==> config.mk <==
export PLATFORM = sky130hd
export DESIGN_NAME = delay
export DESIGN_NICKNAME = d
export VERILOG_FILES = /design/src/hdl/delay.sv
export SDC_FILE = /design/constraint.sdc
export NUM_CORES = 1
export LEC_CHECK = 0
export ABC_AREA = 1
export BUFFER_PORTS_ARGS = -buffer_cell sky130_fd_sc_hd__buf_4
export CELL_PAD_IN_SITES_DETAIL_PLACEMENT = 1
export CELL_PAD_IN_SITES_GLOBAL_PLACEMENT = 1
export CORE_AREA = 2 2 39 41
export CTS_CLUSTER_DIAMETER = 60
export DETAILED_ROUTE_END_ITERATION = 8
export DIE_AREA = 0 0 41 43
export PLACE_DENSITY_LB_ADDON = 0.25
export SLEW_MARGIN = 20
export SYNTH_ARGS = -nofsm -noshare
export SYNTH_HDL_FRONTEND = slang
export SYNTH_SLANG_ARGS = --single-unit
==> constraint.sdc <==
create_clock -name clk -period 0.8 [get_ports clk]
set_clock_uncertainty 0.1 [all_clocks]
set_input_delay 0.04 -clock clk [delete_from_list [all_inputs] [get_ports clk]]
set_output_delay 0.04 -clock clk [all_outputs]
set_load 0.02 [all_outputs]
==> src/hdl/delay.sv <==
`timescale 1ns/1ns

module delay #(
  parameter int delay_cycles = 8
) (
  input  logic clk,
  input  logic rst_n,
  input  logic in,
  output logic out
);

  logic [delay_cycles-1:0] sr;

  always_ff @(posedge clk) begin
    if (!rst_n) begin
      sr <= '0;
    end else begin
      sr[0] <= in;
      for (int i = 1; i < delay_cycles; i++) begin
        sr[i] <= sr[i-1];
      end
    end
  end

  assign out = sr[delay_cycles-1];  // oldest stage.

endmodule

==> impl_metrics.tcl <==
set metrics [dict create \
    multi_input_area_um2 30.0 \
    grt_pass1_vias 153 \
    path_max_fanout 1 \
    max_slew.worst_pin.slew_ns 0.0841 \
    vias 159 \
    hold_buffers 1 \
    rsz0062_at_grt "yes" \
    slowest_delay_ns 0.31 \
    syn-instance-count 25 \
    cp-start-kind "flip-flop" \
    synth_area_per_cell_um2 9.01 \
    sw_frac_of_total_pct 18.7 \
    end_kind "output port" \
    final_cell_count_no_fill 47 \
    grt_max_degree 9 \
    nFillCells 164 \
    largest_register "sr" \
    p_clk_share_pct 40.4 \
    intPower_uw 590 \
    path_cells "buf_6" \
    post_dp_cell_area_um2 263 \
    clockBufferDepth 2 \
    synth_cell_type_count 4 \
    fin_hold_ws_ns -0.0624 \
    num_rows 14 \
    critical_path_class "reg -> out" \
    slew_headroom_pct 94.4 \
    worst_path_max_delay_cell "dfxtp_2" \
    largest_register_ffs 8 \
    grt_pass1_wl_um 607 \
    setup_viol 1 \
    max_freq_ghz 1.22 \
    drt_iter0_markers 2 \
    ant_nets 0 \
    core_area_mm2 0.00138 \
    hp-class "in -> reg" \
    cap_violations 0 \
    cts_tree "yes" \
    route.detailed.drc 0 \
    hold_viol_final 8 \
    p_sw_uw 135 \
    htreeDepth 1 \
    fin_crit_sh_pct 102 \
    drv_slew 0 \
    ys_ff_latch 8 \
    p_leak_uw 0.000183 \
    grt_antenna_before_repair 0 \
    diodes 0 \
    synth_seq_area_share_pct 71.1 \
    outcome "finished, violations left" \
    cts-buffers-inserted 3 \
    path_clk_slew_ns 0.05 \
    reg.largest.list "sr x8" \
    start_util_pct 16.3 \
    port_buffers 3 \
    ir_drop_v 0.000811 \
    drt_first_pass_iters 2 \
    cts_sinks 8 \
    drive_gt1_share_pct 22.6 \
    ys_warn_count 0 \
    pwr-share-comb_pct 3.2 \
    cp.arrival_ns 0.68 \
    worst-path-buf-inv 1 \
    via_per_inst 3.38 \
    cp_top_family "flip-flops" \
    cts_root_buf "clkbuf_4" \
    synthToLayoutAreaGrowth_pct 33.3 \
    register_area_um2 161 \
    cts_setup_buffers 0 \
    fin_ws_ns -0.0170 \
    ios 4 \
    layout.nets 36 \
    wire_per_inst_um 7.26 \
    die_y_um 43 \
    die_w_um 41 \
    power_frac_seq_pct 56.4 \
    gp_congestion 0.587 \
    grt.overflow.total 0 \
    syn_area_um2 225 \
    cp.required_ns 0.66 \
    insertion_delay_ns 0.25 \
    grt_usage_pct 6.45 \
    dp_cells 43 \
    fin_util_pct 21.7 \
    violations "hold timing, setup timing" \
    powerDensity_mw_per_mm2 2420 \
    dp_hpwl_um 259 \
    wl_um 341 \
    min_period_ns 0.817 \
    syn_nets 28 \
    fin_area_um2 300 \
    die_area_mm2 0.00176 \
]
==> kinds of logic (layout without fill, tap and decap cells) <==
logic type	Yosys count	after routing	synth area share, %
flops	8	8	71.1
simple gates	8	8	13.3
buf+inv	9	15	15.6
==> metal layers <==
| metal | vias to the layer above | wire, um | global-route usage [%] | part of all wire (%) |
|---|---|---|---|---|
| li1 | 78 | - | - | - |
| met3 | 0 | 46 | 9.42 | 13 |
| met4 | 0 | 0 | 4.00 | 0 |
| met5 | - | 0 | 0 | 0 |
| met2 | 8 | 182 | 8.44 | 53 |
| met1 | 73 | 111 | 4.23 | 33 |
==> synth_stat cells <==
| cell | count | share of area (%) |
|---|---|---|
| inv_1 | 8 | 13 |
| dfxtp_1 | 8 | 71 |
| nand2_1 | 8 | 13 |
| buf_2 | 1 | 2.2 |
==> placed cells by master (no fill, tap or decap) <==
cell type      synthesis  layout
inv_1                  8       8
dlygate4sd3_1          0       1
clkbuf_4               0       3
dfxtp_2                0       1
nand2_1                8       8
buf_4                  0       2
dfxtp_1                8       7
buf_6                  0       1
==> tightest hold or removal path: stages <==
cell,delay [ns]
buf_4,0.13
nand2_1,0.05
inv_1,0.04
==> cell type report <==
type,instances,share of cell area [%]
clock buffers,3,7.50
inverters,8,10.0
multi-input cells,8,10.0
flip-flops and latches,8,53.8
well taps,16,6.67
repair buffers,4,12.1
==> stage by stage <==
stage | TNS, ns | setup slack [ns] | power, uW | hold slack (ns)
final | -0.0170 | -0.0170 | 726 | -0.0624
after global routing | -0.0502 | -0.0502 | 779 | -0.0562
after CTS | -0.0329 | -0.0329 | 746 | -0.0694
after detailed placement | 0 | 0.193 | 437 | 0.138
after global placement | 0 | 0.233 | 435 | 0.124
after floorplan | 0 | 0.241 | 428 | 0.0376
==> worst paths after layout <==
| check | startpoint | to | slack [ns] | depth (start not counted) |
|---|---|---|---|---|
| max reg2reg | sr[1] | sr[2] | 0.19 | 2 |
| min reg2reg | sr[3] | sr[4] | 0.31 | 2 |
| max | sr[7] | out | -0.02 | 1 |
| min | rst_n | sr[4] | -0.06 | 3 |
==> power groups by stage <==
| stage | logic (uW) | clock network [uW] | registers [uW] |
|---|---|---|---|
| final | 23.3 | 293 | 409 |
| after global routing | 27.1 | 343 | 409 |
| after global placement | 17.7 | 0 | 417 |
| after detailed placement | 19.9 | 0 | 417 |
| after floorplan | 10.9 | 0 | 417 |
| after CTS | 24.1 | 313 | 409 |
==> repair_timing <==
item,in CTS,in global routing
gates resized for setup,2,0
setup endpoints to repair,1,1
endpoints found under the hold margin,8,8
Note: power is estimated with default switching activity, not from simulation.
