$ cat config.mk
export PLATFORM = sky130hd
export DESIGN_NAME = gfx_test_pattern
export DESIGN_NICKNAME = d
export VERILOG_FILES = /design/src/hdl/gfx_pkg.sv /design/src/hdl/gfx_test_pattern.sv
export SDC_FILE = /design/constraint.sdc
export NUM_CORES = 1
export LEC_CHECK = 0
export BUFFER_PORTS_ARGS = -buffer_cell sky130_fd_sc_hd__buf_2
export CAP_MARGIN = 20
export CORE_MARGIN = 2
export CORE_UTILIZATION = 51
export CTS_BUF_LIST = sky130_fd_sc_hd__clkbuf_16
export DETAILED_ROUTE_END_ITERATION = 8
export PLACE_DENSITY = 0.86
export SYNTH_ARGS = -nofsm -noshare
export SYNTH_HDL_FRONTEND = slang
export SYNTH_SLANG_ARGS = --single-unit
$ cat constraint.sdc
create_clock -name clk -period 2.5 [get_ports clk]
set_input_delay 0.25 -clock clk [delete_from_list [all_inputs] [get_ports clk]]
set_output_delay 0.25 -clock clk [all_outputs]
set_load 0.02 [all_outputs]
$ cat src/hdl/gfx_pkg.sv
package gfx_pkg;

  // ~~~~~~~~~~~~~~~~~~~~~~~~~~~~~~
  // widths
  // ~~~~~~~~~~~~~~~~~~~~~~~~~~~~~~

  localparam int color_bits = 4;  // per channel.
  localparam int x_bits = 10;
  localparam int y_bits = 9;

  // ~~~~~~~~~~~~~~~~~~~~~~~~~~~~~~
  // bundles
  // ~~~~~~~~~~~~~~~~~~~~~~~~~~~~~~

  typedef struct packed {
    logic [color_bits-1:0] red;
    logic [color_bits-1:0] grn;
    logic [color_bits-1:0] blu;
  } pixel_t;

  // one pixel write from the drawer.
  typedef struct packed {
    logic [x_bits-1:0] x;
    logic [y_bits-1:0] y;
    pixel_t            color;
  } fb_write_t;

  // pin bundle, syncs active low.
  typedef struct packed {
    logic [color_bits-1:0] red;
    logic [color_bits-1:0] grn;
    logic [color_bits-1:0] blu;
    logic                  hsync;
    logic                  vsync;
  } vga_out_t;

endpackage

$ cat src/hdl/gfx_test_pattern.sv
`timescale 1ns/1ns

module gfx_test_pattern import gfx_pkg::*; #(
  parameter int vga_width  = 640,
  parameter int vga_height = 480
) (
  input  logic      clk,
  input  logic      rst_n,
  input  logic      draw,
  input  pixel_t    seed,
  input  logic      inc,
  output fb_write_t wr,
  output logic      valid,
  output logic      last
);

  localparam logic [x_bits-1:0] x_last = x_bits'(vga_width - 1);
  localparam logic [y_bits-1:0] y_last = y_bits'(vga_height - 1);

  logic [x_bits-1:0]     x_cnt;
  logic [y_bits-1:0]     y_cnt;
  pixel_t                seed_q;
  pixel_t                color;
  logic [color_bits-1:0] xy_sum;
  logic                  start;

  assign start = draw && !valid;  // draws while busy are dropped.

  // ~~~~~~~~~~~~~~~~~~~~~~~~~~~~~~
  // raster walk
  // ~~~~~~~~~~~~~~~~~~~~~~~~~~~~~~

  always_ff @(posedge clk) begin
    if (!rst_n) begin
      valid <= 1'b0;
      x_cnt <= '0;
      y_cnt <= '0;
    end else if (start) begin
      valid <= 1'b1;
      x_cnt <= '0;
      y_cnt <= '0;
    end else if (valid && inc) begin
      if (last) begin
        valid <= 1'b0;
      end else if (x_cnt == x_last) begin
        x_cnt <= '0;
        y_cnt <= y_cnt + 1'b1;
      end else begin
        x_cnt <= x_cnt + 1'b1;
      end
    end
  end

  always_ff @(posedge clk) begin
    if (start) seed_q <= seed;
  end

  assign last = valid && (x_cnt == x_last) && (y_cnt == y_last);

  // pattern from the low coordinate bits.
  assign xy_sum    = x_cnt[color_bits-1:0] + y_cnt[color_bits-1:0];
  assign color.red = x_cnt[color_bits-1:0] ^ seed_q.red;
  assign color.grn = y_cnt[color_bits-1:0] ^ seed_q.grn;
  assign color.blu = xy_sum ^ seed_q.blu;

  assign wr = '{x: x_cnt, y: y_cnt, color: color};

endmodule

==> impl_metrics.toml <==
[final_layout]
drive_gt1_share_pct = 32.7
final_common_cell = "buf_2"
fin_util_pct = 69.2
final_cells = 264
fin_nets = 241
area_delta_synth_final_pct = 28.4
diodes = 0
layout_common_cells = "buf_2 (48), dfxtp_1 (19), xor2_1 (18)"

[floorplanning]
core_mm2 = 0.00305
die_h_um = 60.8
rows = 20
initial_core_util_pct = 53.9
pin_count = 49
die_w_um = 60.8
die_area_mm2 = 0.00370

[setup_path]
r2r_cells = 6
required_ps = 2250
crit_arrival_ps = 2040
slowest_stage = "or3_4"
cp_top_family = "simple AND/OR/NAND/NOR gates"
reg2reg_to = "x_cnt[6]$_SDFFE_PP0P_"
critPathCaptureType = "output port"
r2r-start = "y_cnt[0]$_SDFFE_PP0P_"
path_class = "reg2out"
cpPeakStageDelay_ps = 480
start_kind = "flip-flop"
cp_cell_sequence = "ha_2, nand4b_1, or3_4, nor4_4, buf_2"
critPathMaxFanout = 10
cp_num_buf_inv = 1
regToRegSetupSlack_ps = 390

[yosys]
yosysUniqueCellTypes = 43
ys.flop_type = "dfxtp_1"
synth_edf_count = 12
avgSynthCellArea_um2 = 10.2
syn_area_mm2 = 0.00165
postSynth.asyncResetShare_pct = 0
syn_inst = 162
ys_ff_latch = 32
ys_seq_area_share_pct = 46.2
yosysWarnings = 0
syn_nets = 184

[worst_hold_path]
min_path_cells = 1
min_path_type = "in2reg"
hp-start = "seed[10]"
hold_path_end = "seed_q[10]$_DFFE_PP_"

[job]
maxCapViolations = 0

[detailed_routing]
routed_wirelength_um = 3720
via_per_inst = 5.41
drt-pass1-iter-count = 4
drt_iter0_drc = 97
antenna_left = 0
drc = 0
wl_per_cell_um = 14.1
route.vias.total = 1428

[sta]
fmax_ghz = 0.437
min_period_ps = 2290
rsz0062_at_grt = "no"
max_slew.worst_pin.slew_ps = 453
finalCritPeriodShare_pct = 91.6
slew_headroom_pct = 69.7
finClkSkew_ps = 3.20
slew_violations = 0
setup_tns_ps = 0
worst_slack_ps = 210
hold_viol_final = 0
finalSetupViolCount = 0
whs_ps = 149

[global_routing]
overflow = 0
grt_max_degree = 19
antenna_found_initial = 0
grt_pass1_wl_um = 5980
grt_pass1_vias = 1358
gr-usage-all-layers_pct = 22.4

[clock_tree]
h-tree-depth = 2
clkTransAtPathRegs_ps = 50
cts_tree = "yes"
postCtsSetupBuffers = 0
cts_hold_buffers = 0
clockBufferDepth = 2
numCtsBuffers = 5
clock-sinks = 32
cts_root_buffer = "clkbuf_16"
clk_latency_ps = 280

[place]
port-buffer-count = 48
dpl.hpwl_um = 2700
place_ws_ps = 293
dp_cells = 256
place_congestion = 0.833

[power_and_ir_drop]
cellPowerDensity_mw_per_mm2 = 573
peakVddDrop_uv = 437
leakagePower_nw = 0.901

[run_status]
status = "completed"
==> worst max-delay path by stage <==
stage	startpoint	to	slack, ps	cells after the start
floorplan	x_cnt[0]$_SDFFE_PP0P_	x_cnt[7]$_SDFFE_PP0P_	70	7
global placement	x_cnt[1]$_SDFFE_PP0P_	last	370	5
detailed placement	x_cnt[1]$_SDFFE_PP0P_	last	290	5
CTS	x_cnt[1]$_SDFFE_PP0P_	last	80	5
global route	x_cnt[1]$_SDFFE_PP0P_	last	80	5
finish	x_cnt[1]$_SDFFE_PP0P_	last	210	5
==> metal layers <==
metal	GRT usage [%]	routed length [um]	part of all wire, %
met1	27.0	1560	42
met2	35.9	1840	49
met3	6.82	236	6.3
met4	12.1	90	2.4
met5	0	0	0
==> cell usage after synthesis, types with 2 or more instances <==
cell type	count	area share [%]
dfxtp_1	20	24
and2_1	3	1.1
nand2_1	12	2.7
ha_1	5	3.8
nand3_1	7	2.1
inv_1	6	1.4
o22ai_1	2	0.76
nor3_1	7	2.1
a21o_1	2	0.91
or3_1	3	1.1
nor2_1	12	2.7
nand4_1	4	1.5
edfxtp_1	12	22
a21oi_1	7	2.1
or4_1	2	0.91
xnor2_1	8	4.3
o21ai_0	7	2.1
xor2_1	18	9.6
==> logic make-up (layout without fill, tap and decap cells) <==
logic type / count (synthesis) / in the layout / share of synthesized area (%)
simple gates: 66 / 66 / 24.0
flops: 32 / 32 / 46.2
xor+xnor: 26 / 26 / 13.8
compound gates: 22 / 22 / 7.98
buf+inv: 10 / 68 / 2.96
fa+ha+maj: 6 / 6 / 5.02
==> registers in the layout, summed over array words and instances, names as in the netlist <==
signal  flops
x_cnt      10
seed_q     12
y_cnt       9
valid       1
==> layout make-up <==
type | count | area [um2]
Inverter | 6 | 22.5
Clock inverter | 3 | 11.3
Sequential cell | 32 | 762
Clock buffer | 5 | 125
Timing Repair Buffer | 54 | 285
Fill cell | 246 | 940
Tap cell | 44 | 55.1
Multi-Input combinational cell | 120 | 852
==> timing repair <==
action                                  4_1_cts  5_1_grt
endpoints found under the hold margin         0        0
endpoints found under the setup margin        1        1
resized for setup                             1        3
==> through the flow <==
| step | cell area (um2) | total power, W |
|---|---|---|
| after global routing | 2110 | 0.00126 |
| final | 2110 | 0.00121 |
| after detailed placement | 1960 | 0.000661 |
| after global placement | 1960 | 0.000658 |
| after floorplan | 1650 | 0.000624 |
| after CTS | 2100 | 0.00122 |
==> where the power goes <==
part	internal [W]	leakage [nW]	switching (W)
Clock	0.000357	0.0738	0.000202
Sequential	0.000558	0.276	0.00000812
Combinational	0.0000319	0.551	0.0000538
(Power assumes the default switching activity.)
